$ cat config.mk
export PLATFORM = sky130hd
export DESIGN_NAME = data_addr_decode_flat
export DESIGN_NICKNAME = d
export VERILOG_FILES = /design/src/design/mem_bus_if.sv /design/src/design/data_addr_decode.sv /design/src/flat_wrapper.sv
export VERILOG_INCLUDE_DIRS = /design/src /design/src/design
export SDC_FILE = /design/constraint.sdc
export NUM_CORES = 1
export LEC_CHECK = 0
export ABC_AREA = 1
export BUFFER_PORTS_ARGS = -buffer_cell sky130_fd_sc_hd__buf_2
export CAP_MARGIN = 30
export CORE_AREA = 2 2 122 124
export CTS_CLUSTER_SIZE = 16
export DETAILED_ROUTE_END_ITERATION = 12
export DIE_AREA = 0 0 124 126
export PLACE_DENSITY_LB_ADDON = 0.08
export SYNTH_ARGS = -nofsm -noshare
export SYNTH_HDL_FRONTEND = slang
export SYNTH_SLANG_ARGS = --single-unit
$ cat constraint.sdc
create_clock -name clk_i -period 0.95 [get_ports clk_i]
set_input_delay 0 -clock clk_i [delete_from_list [all_inputs] [get_ports clk_i]]
set_output_delay 0 -clock clk_i [all_outputs]
set_load 0.01 [all_outputs]
$ cat src/design/mem_settings.svh
/*
 * Memory map and harness settings
 * RAM size, pseudo-peripheral addresses, the pass code and the
 * interrupt id used by the timer.
 */
`ifndef MEM_SETTINGS_SVH
`define MEM_SETTINGS_SVH

// byte address width of the RAM, 16 KiB
`define MEM_RAM_ADDR_WIDTH 14

// pseudo-peripheral addresses
`define MEM_PRINT_ADDR  32'h1000_0000
`define MEM_TIMER_ADDR  32'h1500_0000
`define MEM_STATUS_ADDR 32'h2000_0000
`define MEM_EXIT_ADDR   32'h2000_0004

// value written to the status register by a passing test
`define MEM_PASS_CODE 32'd123456789

`define MEM_TIMER_IRQ_ID 5'd7

`endif

$ cat src/design/mem_bus_if.sv
/*
 * Memory bus port
 * One req/gnt/rvalid request and response port between a master
 * and a slave inside the memory side of the harness.
 */
`timescale 1ns/1ps
`default_nettype none

interface mem_bus_if (
    input wire logic clk_i,
    input wire logic rst_i
);
    logic        req;
    logic [31:0] addr;
    logic        we;
    logic [3:0]  be;
    logic [31:0] wdata;
    logic        gnt;
    logic [31:0] rdata;
    logic        rvalid;

    modport master (output req, addr, we, be, wdata, input gnt, rdata, rvalid);
    modport slave (input req, addr, we, be, wdata, output gnt, rdata, rvalid);

    // a response only ever follows an accepted request by one cycle
    a_rvalid_after_accept: assert property (
        @(posedge clk_i) disable iff (rst_i) rvalid |-> $past(req && gnt)
    );

endinterface

`default_nettype wire

$ cat src/design/data_addr_decode.sv
/*
 * Data address decoder
 * Routes each data request to the RAM or the control registers and
 * returns the matching response. Unmapped accesses are answered here
 * with zero data and raise a sticky bus error.
 */
`timescale 1ns/1ps
`default_nettype none
`include "mem_settings.svh"

module data_addr_decode (
    input  wire logic        clk_i,
    input  wire logic        rst_i,
    input  wire logic        data_req_i,
    input  wire logic [31:0] data_addr_i,
    input  wire logic        data_we_i,
    input  wire logic [3:0]  data_be_i,
    input  wire logic [31:0] data_wdata_i,
    output logic             data_gnt_o,
    output logic             data_rvalid_o,
    output logic [31:0]      data_rdata_o,
    output logic             bus_error_o,
    mem_bus_if.master        ram_bus,
    mem_bus_if.master        reg_bus
);
    localparam logic [1:0] CLS_NONE = 2'd0;
    localparam logic [1:0] CLS_RAM  = 2'd1;
    localparam logic [1:0] CLS_REG  = 2'd2;
    localparam logic [1:0] CLS_ERR  = 2'd3;

    logic       is_ram;
    logic       is_reg;
    logic [1:0] req_class;
    logic [1:0] resp_class;

    assign is_ram = (data_addr_i[31:`MEM_RAM_ADDR_WIDTH] == '0);
    assign is_reg = (data_addr_i == `MEM_PRINT_ADDR) || (data_addr_i == `MEM_STATUS_ADDR)
                 || (data_addr_i == `MEM_EXIT_ADDR) || (data_addr_i == `MEM_TIMER_ADDR);

    always_comb begin
        if (!data_req_i)  req_class = CLS_NONE;
        else if (is_ram)  req_class = CLS_RAM;
        else if (is_reg)  req_class = CLS_REG;
        else              req_class = CLS_ERR;
    end

    // request fields go to both targets, only one sees req
    assign ram_bus.req   = data_req_i && is_ram;
    assign ram_bus.addr  = data_addr_i;
    assign ram_bus.we    = data_we_i;
    assign ram_bus.be    = data_be_i;
    assign ram_bus.wdata = data_wdata_i;
    assign reg_bus.req   = data_req_i && is_reg;
    assign reg_bus.addr  = data_addr_i;
    assign reg_bus.we    = data_we_i;
    assign reg_bus.be    = data_be_i;
    assign reg_bus.wdata = data_wdata_i;

    always_comb begin
        case (req_class)
            CLS_RAM: data_gnt_o = ram_bus.gnt;
            CLS_REG: data_gnt_o = reg_bus.gnt;
            CLS_ERR: data_gnt_o = 1'b1;
            default: data_gnt_o = 1'b0;
        endcase
    end

    // remember where the accepted request went for the response cycle
    always_ff @(posedge clk_i) begin
        if (rst_i) begin
            resp_class  <= CLS_NONE;
            bus_error_o <= 1'b0;
        end else begin
            resp_class <= data_gnt_o ? req_class : CLS_NONE;
            if (req_class == CLS_ERR) begin
                bus_error_o <= 1'b1;
            end
        end
    end

    always_comb begin
        case (resp_class)
            CLS_RAM: begin
                data_rvalid_o = ram_bus.rvalid;
                data_rdata_o  = ram_bus.rdata;
            end
            CLS_REG: begin
                data_rvalid_o = reg_bus.rvalid;
                data_rdata_o  = reg_bus.rdata;
            end
            CLS_ERR: begin
                data_rvalid_o = 1'b1;
                data_rdata_o  = 32'd0;
            end
            default: begin
                data_rvalid_o = 1'b0;
                data_rdata_o  = 32'd0;
            end
        endcase
    end

    a_one_target: assert property (
        @(posedge clk_i) disable iff (rst_i) !(ram_bus.req && reg_bus.req)
    );

endmodule

`default_nettype wire

$ cat src/flat_wrapper.sv
// flat-port wrapper written by rule: the top's interface ports become plain ports
module data_addr_decode_flat 
  (clk_i, rst_i, data_req_i, data_addr_i, data_we_i, data_be_i, data_wdata_i, data_gnt_o, data_rvalid_o, data_rdata_o, bus_error_o, ram_bus_req, ram_bus_addr, ram_bus_we, ram_bus_be, ram_bus_wdata, ram_bus_gnt, ram_bus_rdata, ram_bus_rvalid, reg_bus_req, reg_bus_addr, reg_bus_we, reg_bus_be, reg_bus_wdata, reg_bus_gnt, reg_bus_rdata, reg_bus_rvalid);
  mem_bus_if ram_bus_i (.clk_i(clk_i), .rst_i(rst_i));
  mem_bus_if reg_bus_i (.clk_i(clk_i), .rst_i(rst_i));
  input  wire logic clk_i;
  input  wire logic rst_i;
  input  wire logic data_req_i;
  input  wire logic [31:0] data_addr_i;
  input  wire logic data_we_i;
  input  wire logic [3:0] data_be_i;
  input  wire logic [31:0] data_wdata_i;
  output logic data_gnt_o;
  output logic data_rvalid_o;
  output logic [31:0] data_rdata_o;
  output logic bus_error_o;
  output wire logic [$bits(ram_bus_i.req)-1:0] ram_bus_req;
  output wire logic [$bits(ram_bus_i.addr)-1:0] ram_bus_addr;
  output wire logic [$bits(ram_bus_i.we)-1:0] ram_bus_we;
  output wire logic [$bits(ram_bus_i.be)-1:0] ram_bus_be;
  output wire logic [$bits(ram_bus_i.wdata)-1:0] ram_bus_wdata;
  input wire logic [$bits(ram_bus_i.gnt)-1:0] ram_bus_gnt;
  input wire logic [$bits(ram_bus_i.rdata)-1:0] ram_bus_rdata;
  input wire logic [$bits(ram_bus_i.rvalid)-1:0] ram_bus_rvalid;
  output wire logic [$bits(reg_bus_i.req)-1:0] reg_bus_req;
  output wire logic [$bits(reg_bus_i.addr)-1:0] reg_bus_addr;
  output wire logic [$bits(reg_bus_i.we)-1:0] reg_bus_we;
  output wire logic [$bits(reg_bus_i.be)-1:0] reg_bus_be;
  output wire logic [$bits(reg_bus_i.wdata)-1:0] reg_bus_wdata;
  input wire logic [$bits(reg_bus_i.gnt)-1:0] reg_bus_gnt;
  input wire logic [$bits(reg_bus_i.rdata)-1:0] reg_bus_rdata;
  input wire logic [$bits(reg_bus_i.rvalid)-1:0] reg_bus_rvalid;
  assign ram_bus_req = ram_bus_i.req;
  assign ram_bus_addr = ram_bus_i.addr;
  assign ram_bus_we = ram_bus_i.we;
  assign ram_bus_be = ram_bus_i.be;
  assign ram_bus_wdata = ram_bus_i.wdata;
  assign ram_bus_i.gnt = ram_bus_gnt;
  assign ram_bus_i.rdata = ram_bus_rdata;
  assign ram_bus_i.rvalid = ram_bus_rvalid;
  assign reg_bus_req = reg_bus_i.req;
  assign reg_bus_addr = reg_bus_i.addr;
  assign reg_bus_we = reg_bus_i.we;
  assign reg_bus_be = reg_bus_i.be;
  assign reg_bus_wdata = reg_bus_i.wdata;
  assign reg_bus_i.gnt = reg_bus_gnt;
  assign reg_bus_i.rdata = reg_bus_rdata;
  assign reg_bus_i.rvalid = reg_bus_rvalid;
  data_addr_decode u_core (.clk_i(clk_i), .rst_i(rst_i), .data_req_i(data_req_i), .data_addr_i(data_addr_i), .data_we_i(data_we_i), .data_be_i(data_be_i), .data_wdata_i(data_wdata_i), .data_gnt_o(data_gnt_o), .data_rvalid_o(data_rvalid_o), .data_rdata_o(data_rdata_o), .bus_error_o(bus_error_o), .ram_bus(ram_bus_i), .reg_bus(reg_bus_i));
endmodule
### Word level (Yosys, flattened, before mapping)

Cells that the tools add are included.

| storage, ports and cells | value |
|---|---|
| register bits after elaboration | 3 |
| input bits | 140 |
| output and inout bits | 175 |
| logic and storage cells | 26 |

| operators by class | value |
|---|---|
| eq/ne operators | 10 |
| mux-type cells | 6 |
| bitwise logic cells | 1 |
| reductions and logical operators | 7 |

Operators by type and width:

| cell | number |
|---|---|
| $eq A32 B29 Y1 const B | 2 |
| $eq A32 B30 Y1 const B | 2 |
| $pmux W32 S2 | 1 |
| $logic_not A18 Y1 | 1 |
| $eq A2 B2 Y1 const B | 4 |
| $pmux W1 S3 | 2 |
| $eq A2 B1 Y1 const B | 2 |
| $mux W2 | 2 |
| $logic_or A1 B1 Y1 | 3 |
| $logic_and A1 B1 Y1 | 2 |
| $reduce_or A2 Y1 | 1 |
| $mux W1 | 1 |
| $not A1 Y1 | 1 |

### Depth between registers and ports, before layout

Gate-level depths: netlist of run 1.

| depth | value |
|---|---|
| depth in word-level cells | 11 |
| mapped depth | 10 |
| depth with buffers taken out | 10 |

### Worst setup path after synthesis of run 1

No wires, ideal clock.

| path | value |
|---|---|
| path type | register to output |
| from | register u_core.resp_class[0] |
| to | output port data_rdata_o[0] |
| data arrival time | 1.157 ns |
| data required time | 0.950 ns |
| setup slack | -0.207 ns |
| stages on the path, launching flop included | 6 |
| path buffers | 1 |
| path through | dfxtp_1 inv_1 ha_1 inv_1 clkbuf_1 a21oi_1 |

| on the way | value |
|---|---|
| cells in the longest elaborated chain, start to end | 2 |
| elaborated cells on any way between the ends | 3 |
| classes of those cells | eq/ne (2); mux (1) |

Ends and longest elaborated chain:

| element | line | RTL |
|---|---|---|
| start: declaration | data_addr_decode.sv:34 | `logic [1:0] resp_class;` |
| start signal: assignment | data_addr_decode.sv:74 | `resp_class <= data_gnt_o ? req_class : CLS_NONE;` |
| $eq A2 B2 Y1 or $eq A2 B1 Y1 (tied branches) | data_addr_decode.sv:82 | `case (resp_class)` |
| $pmux W32 S2 * | data_addr_decode.sv:82 |  |
| end: declaration | flat_wrapper.sv:15 | `output logic [31:0] data_rdata_o;` |

Every way passes the cells marked *; elsewhere a longest branch is shown, timed or not.

### Final worst setup path of run 1

| path | value |
|---|---|
| from | register u_core.resp_class[0] |
| to | output port data_rdata_o[8] |

The elaborated chain is that of the path after synthesis.

==> results.toml, run 1 <==
[routing]
firstDrtPassIters = 3
num_vias = 2069
avgViaCountPerCell = 3.49
remaining_drc_errors = 0
ant_nets = 0
avgRoutedWirePerCell_um = 11.3
drtIter0Drc = 15
wirelength_um = 6720

[outcome]
status = "finished, violations left"
violations = "negative setup slack"

[cts]
cts_root_buf = "clkbuf_16"
clock_sinks = 3
cts_made_buffers = 3
cts.path.max_buffers = 2
clk-insertion-delay-late_ns = 0.22
htreeDepth = 1
cts_tree = "built"
path_clk_slew_ns = 0.03

[yosys]
synth_edf_count = 0
ys.flop_type = "dfxtp_1"
syn_inst = 313
synth.distinct_cells = 21
synth_area_leader_cell = "buf_4"
synth_nets = 457
ys_async_sr_fraction_pct = 0
yosysWarnings = 0
syn-cell-area_mm2 = 0.00190
synthTopCellsByArea = "buf_4 55%, nand2_1 14%, a21oi_1 9.2%"
ys_seq_elements = 3
synth_common_cells = "138 x buf_4, 72 x nand2_1, 35 x a21oi_1"
synth_top_area_share_pct = 54.7
ys_seq_area_share_pct = 3.17
avgSynthCellArea_um2 = 6.06
yosysMostFrequentCell = "buf_4"

[timing]
worst_pin_slew_ns = 0.180
max_freq_ghz = 0.721
setup_slack_ns = -0.436
setup_viol = 35
slew_headroom_pct = 88.0
hold_violations = 0
slew_viol_final = 0
skew_ns = 0
rsz0062_at_grt = "yes"
post-route-period-util_pct = 146
min_period_ns = 1.39

[run]
maxCapViolCount = 0

[worst_setup_path]
crit_type = "reg2out"
worstPathRequired_ns = 0.95
crit_path_max_fanout = 6
end_kind = "primary output"
arrival_ns = 1.39
cp-start-kind = "flop"

[global_route]
grt_first_pass_wirelength_um = 9630
grt_start_max_net_pins = 15
grt_antenna_before_repair = 0
grt_usage_pct = 7.74
grt_pass1_vias = 2011
globalRoute.totalOverflow = 0

[power_and_ir_drop]
power_mw = 1.98
intPower_mw = 1.29
p_clk_share_pct = 33.6
power_leakage_nw = 1.47
peakVddDrop_v = 0.000373
switchingPower_mw = 0.687
power_frac_comb_pct = 59.2
p_seq_share_pct = 7.2
switching_share_pct = 34.7
powerDensity_mw_per_mm2 = 639

[floorplanning]
top_level_ports = 315
fp.dieW_um = 124
initial_core_util_pct = 13.2
coreArea_mm2 = 0.0143
dieArea_mm2 = 0.0156
row_count = 44
die_y_um = 126

[finish]
antenna_cells = 0
syn_to_final_growth_pct = 63.4
drive_gt1_share_pct = 79.4
final_area_mm2 = 0.00310
finalNetCount = 553
final_core_utilization_pct = 21.6

[place]
placed_area_mm2 = 0.00259
io_buffers = 203
hpwl_um = 5640
gp_congestion = 0.696

[min_path]
hold_class = "in2out"
==> worst max-delay path, stage by stage, from the launching register on <==
cell and delay, ns:
dfxtp_4 0.37, inv_4 0.05, ha_4 0.28, inv_8 0.06
clkbuf_16 0.15, a21oi_2 0.10, buf_2 0.14
==> power by group through the flow <==
stage / Combinational [mW] / Clock (mW) / Sequential, mW
floorplan: 0.954 / 0 / 0.143
global route: 1.28 / 0.701 / 0.143
CTS: 1.13 / 0.685 / 0.142
detailed placement: 1.00 / 0 / 0.143
finish: 1.17 / 0.665 / 0.142
global placement: 1.01 / 0 / 0.142
==> cells by family after synthesis <==
logic type / synth area share, %
buffers and inverters: 59.6
AOI/OAI and AO/OA: 10.0
adders and majority gates: 2.64
DFF: 3.17
and+or+nand+nor: 24.1
xor gates and xnor gates: 0.462
==> registers in the layout (all words and copies together), names as in the netlist <==
signal	cells
u_core.resp_class	2
u_core.bus_error_o	1
==> metal layers <==
layer / track usage (%) / part of all wire (%) / wire length (um) / vias to the layer above
li1: - / - / - / 1023
met1: 7.48 / 32 / 2160 / 885
met2: 15.0 / 54 / 3620 / 159
met3: 3.40 / 14 / 913 / 2
met4: 1.45 / 0.34 / 23 / 0
met5: 0 / 0 / 0 / -
==> path summary, 6_finish.rpt <==
path	startpoint	slack, ns	cells past startpoint	endpoint
hold reg to reg	u_core.bus_error_o	0.45	2	u_core.bus_error_o
setup reg to reg	u_core.bus_error_o	0.41	2	u_core.bus_error_o
setup / recovery	u_core.resp_class[0]	-0.44	6	data_rdata_o[8]
hold / removal	data_wdata_i[2]	0.000008	0	reg_bus_wdata[2]
==> metrics by stage <==
stage	setup WS [ns]	instances	TNS [ns]	hold WS, ns
after detailed placement	-0.311	582	-9.52	0.000100
final	-0.436	592	-13.60	0.00000763
after global routing	-0.481	592	-15.39	0.0000228
after CTS	-0.435	590	-13.86	0.000100
after floorplan	-0.0676	313	-1.99	0.0691
after global placement	-0.285	582	-8.77	0.000100
==> cell usage in the layout, fill, tap and decap left out, types with 3 or more instances in the layout <==
| master | netlist | layout |
|---|---|---|
| ha_4 | 0 | 3 |
| buf_2 | 6 | 183 |
| nor2_1 | 19 | 9 |
| clkbuf_16 | 0 | 4 |
| a21oi_2 | 0 | 23 |
| a21oi_4 | 0 | 10 |
| nor2_4 | 3 | 11 |
| buf_4 | 138 | 22 |
| nor2_2 | 1 | 3 |
| inv_1 | 11 | 7 |
| nand2_1 | 72 | 55 |
| buf_12 | 0 | 6 |
| buf_6 | 0 | 24 |
| nand2_2 | 4 | 18 |
| nand4_1 | 3 | 3 |
| nand2_4 | 0 | 3 |
==> layout make-up <==
type	instances	area, um2
fillers	1647	11200
flip-flops and latches	3	67.6
inverters	12	57.6
clock buffers	4	78.8
multi-input cells	149	1090
repair buffers	240	1580
well taps	184	230
==> timing repair <==
action	CTS	global route
gates cloned	2	1
buffers inserted	1	1
hold buffers	1	0
pin swaps	11	15
setup endpoints to repair	35	35
resized for setup	44	33
endpoints found under the hold margin	1	0
(Power assumes the default switching activity.)
==> run 2: changes to the inputs <==
--- a/config.mk
+++ b/config.mk
@@ -6,13 +6,13 @@
 export SDC_FILE = /design/constraint.sdc
 export NUM_CORES = 1
 export LEC_CHECK = 0
-export ABC_AREA = 1
+export ABC_AREA = 0
 export BUFFER_PORTS_ARGS = -buffer_cell sky130_fd_sc_hd__buf_2
 export CAP_MARGIN = 30
-export CORE_AREA = 2 2 122 124
+export CORE_AREA = 2 2 121 123
 export CTS_CLUSTER_SIZE = 16
 export DETAILED_ROUTE_END_ITERATION = 12
-export DIE_AREA = 0 0 124 126
+export DIE_AREA = 0 0 123 125
 export PLACE_DENSITY_LB_ADDON = 0.08
 export SYNTH_ARGS = -nofsm -noshare
 export SYNTH_HDL_FRONTEND = slang
==> run 2 against run 1 <==
  * The run still ends with negative setup slack left
  * Wire length is 2.9% lower
  * Synthesized area is 0.99% lower
  * Sequential power about the same
  * First-iteration DRC count rose by 67%
  * Non-clock buffer count rose by 15
  * Critical endpoint is now data_rdata_o[30]
==> results.toml, run 2 <==
[yosys]
synth-xor-area-share_pct = 0
synth-compound-area-share_pct = 16.0
synthSimpleGateAreaFrac_pct = 19.7
synth_top_family_by_area = "buffers and inverters"
ys_seq_elements = 3
synthAdderAreaFrac_pct = 2.67
yosysWarnings = 0
synth_area_leader_cell = "buf_4"
avgSynthCellArea_um2 = 7.27
ys_async_sr_fraction_pct = 0
synth_edf_count = 0
syn-cell-area_mm2 = 0.00188
syn_inst = 258
yosysMostFrequentCell = "buf_4"
synthTopCellsByArea = "buf_4 55%, a22oi_1 13%, nor2b_1 11%"
synth_nets = 402
synth_common_cells = "138 x buf_4, 33 x nor2b_1, 32 x a22oi_1"
ys.flop_type = "dfxtp_1"
synth_top_area_share_pct = 55.2
synth.distinct_cells = 22
ys_seq_area_share_pct = 3.20
yosys-mux-area-fraction_pct = 0

[finish]
finalNetCount = 513
final_common_cell = "buf_2"
final_area_mm2 = 0.00306
final_cell_mix = "195 x buf_2, 35 x buf_4, 30 x a22oi_2"
reg_top3 = "u_core.resp_class (2), u_core.bus_error_o (1)"
instances_no_fill = 552
largest_register_ff_count = 2
antenna_cells = 0
syn_to_final_growth_pct = 63.0
drive_gt1_share_pct = 88.6
regMostFlops = "u_core.resp_class"

[global_route]
grt_pass1_vias = 1792
grt_usage_pct = 7.02
grt_start_max_net_pins = 17
grt_first_pass_wirelength_um = 8690
grt_antenna_before_repair = 0
globalRoute.totalOverflow = 0

[power_and_ir_drop]
powerDensity_mw_per_mm2 = 672
switchingPower_mw = 0.685
p_clk_share_pct = 32.4
peakVddDrop_v = 0.000526
power_leakage_nw = 1.45
power_frac_comb_pct = 60.5
switching_share_pct = 33.3
p_seq_share_pct = 7.0
intPower_mw = 1.37

[cts]
cts_tree = "built"
cts_made_buffers = 3
cts_root_buf = "clkbuf_16"
clk-insertion-delay-late_ns = 0.22
cts.path.max_buffers = 2
clock_sinks = 3
htreeDepth = 1
path_clk_slew_ns = 0.03

[place]
io_buffers = 203
placed_area_mm2 = 0.00250
gp_congestion = 0.639
hpwl_um = 5080
dpl.cell_count = 537

[routing]
remaining_drc_errors = 0
ant_nets = 0
avgRoutedWirePerCell_um = 11.8
drtIter0Drc = 25
firstDrtPassIters = 3
wirelength_um = 6520
num_vias = 1991
avgViaCountPerCell = 3.61

[timing]
rsz0062_at_grt = "yes"
setup_viol = 39
slew_viol_final = 0
min_period_ns = 1.44
post-route-period-util_pct = 151
skew_ns = 0
max_freq_ghz = 0.696
setup_slack_ns = -0.486
hold_violations = 0
worst_pin_slew_ns = 0.362
slew_headroom_pct = 75.6

[floorplanning]
top_level_ports = 315
coreArea_mm2 = 0.0142
die_y_um = 125
dieArea_mm2 = 0.0154
row_count = 44
fp.dieW_um = 123
initial_core_util_pct = 13.2

[outcome]
violations = "negative setup slack"
status = "finished, violations left"

[worst_setup_path]
arrival_ns = 1.44
cp_common_cell = "buf_6"
crit_type = "reg2out"
cp-start-kind = "flop"
worstPathRequired_ns = 0.95
rrSetupSlack_ns = 0.38
path_cells = "buf_6 > ha_4 > buf_6 > buf_12 > a22oi_2 > nor2b_2 > buf_2"
end_kind = "primary output"
cp_slowest_cell = "dfxtp_2"
slowest_delay_ns = 0.33
crit_path_max_fanout = 6

[min_path]
hold_class = "in2out"

[run]
maxCapViolCount = 0
-- run 2: changes by cell type in the layout (fill, tap and decap cells not counted), moves of 5 or more --
| cell | previous run | this run |
|---|---|---|
| nand2_2 | 18 | 0 |
| a22oi_2 | 0 | 30 |
| buf_2 | 183 | 195 |
| nor2_4 | 11 | 0 |
| nor2b_1 | 0 | 22 |
| buf_4 | 22 | 35 |
| nand2_1 | 55 | 0 |
| buf_6 | 24 | 15 |
| nor4_4 | 0 | 5 |
| a21oi_2 | 23 | 1 |
| nor2_1 | 9 | 3 |
| nor2b_2 | 0 | 10 |
| a21oi_4 | 10 | 0 |
-- run 2: path summary, 6_finish.rpt --
path / from / endpoint / cells after the start
worst max-delay path: u_core.resp_class[1] / data_rdata_o[30] / 7
worst min-delay path: data_wdata_i[5] / ram_bus_wdata[5] / 0
worst max register to register: u_core.bus_error_o / u_core.bus_error_o / 2
worst min register to register: u_core.bus_error_o / u_core.bus_error_o / 2
-- run 2: cells by family after synthesis --
| kind of cell | count (synthesis) |
|---|---|
| simple gates | 57 |
| compound gates | 40 |
| fa+ha+maj | 4 |
| buf+inv | 154 |
| flops | 3 |
-- run 2: final cells by class --
cell class / instances / area, um2
clock buffer: 4 / 78.8
fill: 1637 / 11100
inverter: 5 / 21.3
multi-input combinational: 101 / 1060
sequential: 3 / 65.1
tap: 184 / 230
timing repair buffer: 255 / 1600
-- run 2: power by group through the flow --
| stage | combinational (mW) | clock (mW) | sequential (mW) |
|---|---|---|---|
| 6_report | 1.24 | 0.666 | 0.145 |
| 5_1_grt | 1.36 | 0.696 | 0.147 |
| 4_1_cts | 1.14 | 0.680 | 0.144 |
| 3_5_place_dp | 1.04 | 0 | 0.146 |
| 3_3_place_gp | 1.05 | 0 | 0.145 |
| 2_1_floorplan | 0.901 | 0 | 0.147 |
-- run 2: timing repair --
item / in CTS / in global routing
gates resized for setup: 31 / 48
hold endpoints to repair: 1 / 0
cloned: 1 / 1
pin swaps: 7 / 11
hold buffers: 1 / 0
setup buffers: 3 / 6
endpoints found under the setup margin: 39 / 39
-- run 2: stage by stage --
stage | hold WS [ns] | worst slack [ns] | utilization (%) | TNS [ns] | power (mW)
2_1_floorplan | 0.0712 | -0.191 | - | -5.04 | 1.05
3_3_place_gp | 0.000106 | -0.374 | 17.6 | -9.87 | 1.19
3_5_place_dp | 0.000106 | -0.397 | 17.6 | -10.62 | 1.19
4_1_cts | 0.000106 | -0.504 | 19.6 | -16.56 | 1.96
5_1_grt | 0.0000239 | -0.551 | 21.5 | -18.36 | 2.20
6_report | 0.00000683 | -0.486 | 21.5 | -15.83 | 2.06
-- run 2: routing by layer --
| layer | GRT usage, % | vias to the layer above | routed length (um) |
|---|---|---|---|
| met5 | 0 | - | 0 |
| met4 | 0.802 | 0 | 52 |
| met3 | 3.42 | 5 | 906 |
| met2 | 12.3 | 152 | 3190 |
| met1 | 7.84 | 879 | 2370 |
| li1 | - | 955 | - |
-- run 2: critical path, delay by kind of cell (launching register included) --
family                     cells  cell delay, ns
buffers and inverters          4            0.52
AOI/OAI and AO/OA              1            0.15
adders and majority gates      1            0.17
DFF                            1            0.33
and+or+nand+nor                1            0.05
==> run 3: changes to the inputs <==
--- a/config.mk
+++ b/config.mk
@@ -14,6 +14,7 @@
 export DETAILED_ROUTE_END_ITERATION = 12
 export DIE_AREA = 0 0 123 125
 export PLACE_DENSITY_LB_ADDON = 0.08
+export SETUP_SLACK_MARGIN = 0.02
 export SYNTH_ARGS = -nofsm -noshare
 export SYNTH_HDL_FRONTEND = slang
 export SYNTH_SLANG_ARGS = --single-unit
==> run 3 against run 2 <==
  * The flow still finishes with violations (negative setup slack)
  * Sequential share of layout area is 0.16 points higher
  * Setup slack better by 0.037 ns
  * Utilization is 0.73 points lower
  * Non-clock buffer count is 11 lower
  * Via count is 1.8% lower
  * Fmax is 2.6% higher
  * Combinational power is 3% lower
  * Global-route usage is 0.66 points higher
  * Largest cell class unchanged
==> results.toml, run 3 (synthesis gave the netlist of run 2 again) <==
[finish]
final_core_utilization_pct = 20.8
reg_top3 = "u_core.resp_class (2), u_core.bus_error_o (1)"
final_cell_mix = "192 x buf_2, 27 x buf_4, 24 x nor2b_1"
final-seq-area_um2 = 67.6
multi_input_area_mm2 = 0.00103
fill_cells = 1614
largest_register_ff_count = 2
syn_to_final_growth_pct = 57.5
final_area_mm2 = 0.00296
final_common_cell = "buf_2"
instances_no_fill = 541
antenna_cells = 0
regMostFlops = "u_core.resp_class"
finalNetCount = 502
drive_gt1_share_pct = 83.8

[floorplanning]
initial_core_util_pct = 13.2
dieArea_mm2 = 0.0154
fp.dieW_um = 123
coreArea_mm2 = 0.0142
top_level_ports = 315
row_count = 44
die_y_um = 125

[power_and_ir_drop]
switchingPower_mw = 0.678
p_clk_share_pct = 33.1
power_mw = 2.01
powerDensity_mw_per_mm2 = 682
switching_share_pct = 33.7
peakVddDrop_v = 0.000440
p_seq_share_pct = 7.2
power_frac_comb_pct = 59.7
intPower_mw = 1.34
power_leakage_nw = 1.42

[timing]
setup_slack_ns = -0.449
slew_viol_final = 0
max_freq_ghz = 0.715
rsz0062_at_grt = "yes"
post-route-period-util_pct = 147
min_period_ns = 1.40
skew_ns = 0
finalSetupTns_ns = -14.76
holdWs_ns = 0.00000736
setup_viol = 39
worst_pin_slew_ns = 0.353
hold_violations = 0
slew_headroom_pct = 76.2

[place]
placed_area_mm2 = 0.00240
gp_congestion = 0.668
io_buffers = 203
dp_slack_ns = -0.412
dpl.cell_count = 526
hpwl_um = 5110

[worst_setup_path]
crit_type = "reg2out"
startpoint = "u_core.resp_class[1]"
path_cells = "inv_4 > ha_4 > buf_6 > a22oi_2 > nor2b_1 > buf_2"
r2r-start = "u_core.bus_error_o"
crit_path_max_fanout = 9
rrSetupSlack_ns = 0.36
end_kind = "primary output"
slowest_delay_ns = 0.37
reg2reg_depth = 2
cp_slowest_cell = "dfxtp_4"
arrival_ns = 1.40
crit_path_end = "data_rdata_o[16]"
worstPathRequired_ns = 0.95
r2r-end = "u_core.bus_error_o"
cp-start-kind = "flop"

[global_route]
grt_antenna_before_repair = 0
grt_pass1_vias = 1827
globalRoute.totalOverflow = 0
grt_first_pass_wirelength_um = 9360
grt_usage_pct = 7.69
grt_start_max_net_pins = 17

[routing]
num_vias = 1955
ant_nets = 0
remaining_drc_errors = 0
firstDrtPassIters = 3
drtIter0Drc = 14
avgRoutedWirePerCell_um = 12.4
wirelength_um = 6720
avgViaCountPerCell = 3.61

[cts]
clk-insertion-delay-late_ns = 0.22
htreeDepth = 1
cts.path.max_buffers = 2
cts_root_buf = "clkbuf_16"
path_clk_slew_ns = 0.03
cts_made_buffers = 3
cts_tree = "built"
clock_sinks = 3

[run]
maxCapViolCount = 0

[min_path]
hold_class = "in2out"

[outcome]
violations = "negative setup slack"
status = "finished, violations left"
-- run 3: critical path: cells and delay by family (launching register included) --
family / cells / cell delay [ns]
flip-flops: 1 / 0.37
buffers and inverters: 3 / 0.34
AO/OA/AOI/OAI: 1 / 0.21
adder cells (fa/ha/maj): 1 / 0.19
AND/OR/NAND/NOR: 1 / 0.07
-- run 3: layout make-up --
type,instances,share of cell area [%]
clock buffer,4,2.67
inverter,5,0.804
multi-input combinational,101,34.9
sequential,3,2.29
tap,184,7.79
timing repair buffer,244,51.6
-- run 3: power groups by stage --
stage | Sequential, mW | Clock (mW) | Combinational, mW
finish | 0.145 | 0.666 | 1.20
global route | 0.148 | 0.692 | 1.31
CTS | 0.146 | 0.674 | 1.17
detailed placement | 0.148 | 0 | 1.00
global placement | 0.147 | 0 | 1.01
floorplan | 0.147 | 0 | 0.901
-- run 3: repair_timing --
item	4_1_cts	5_1_grt
hold endpoints to repair	1	0
hold buffers	1	0
setup buffers	7	2
setup endpoints to repair	39	39
gates cloned	2	0
pin swaps	14	8
resized for setup	38	31
-- run 3: how the worst min path moves through the flow --
stage | end | depth (start not counted) | slack [ns] | startpoint
final | ram_bus_we | 0 | 0.000007 | data_we_i
after global routing | reg_bus_wdata[19] | 0 | 0.00002 | data_wdata_i[19]
after floorplan | u_core.resp_class[0] | 1 | 0.07 | rst_i
after CTS | ram_bus_be[0] | 0 | 0.0001 | data_be_i[0]
after detailed placement | ram_bus_be[0] | 0 | 0.0001 | data_be_i[0]
after global placement | ram_bus_be[0] | 0 | 0.0001 | data_be_i[0]
-- run 3: per-layer routing --
layer	wire length [um]	vias up	global-route usage [%]
met2	3460	145	14.4
li1	-	933	-
met1	2410	867	8.49
met5	0	-	0
met4	23	0	0.802
met3	828	10	2.74
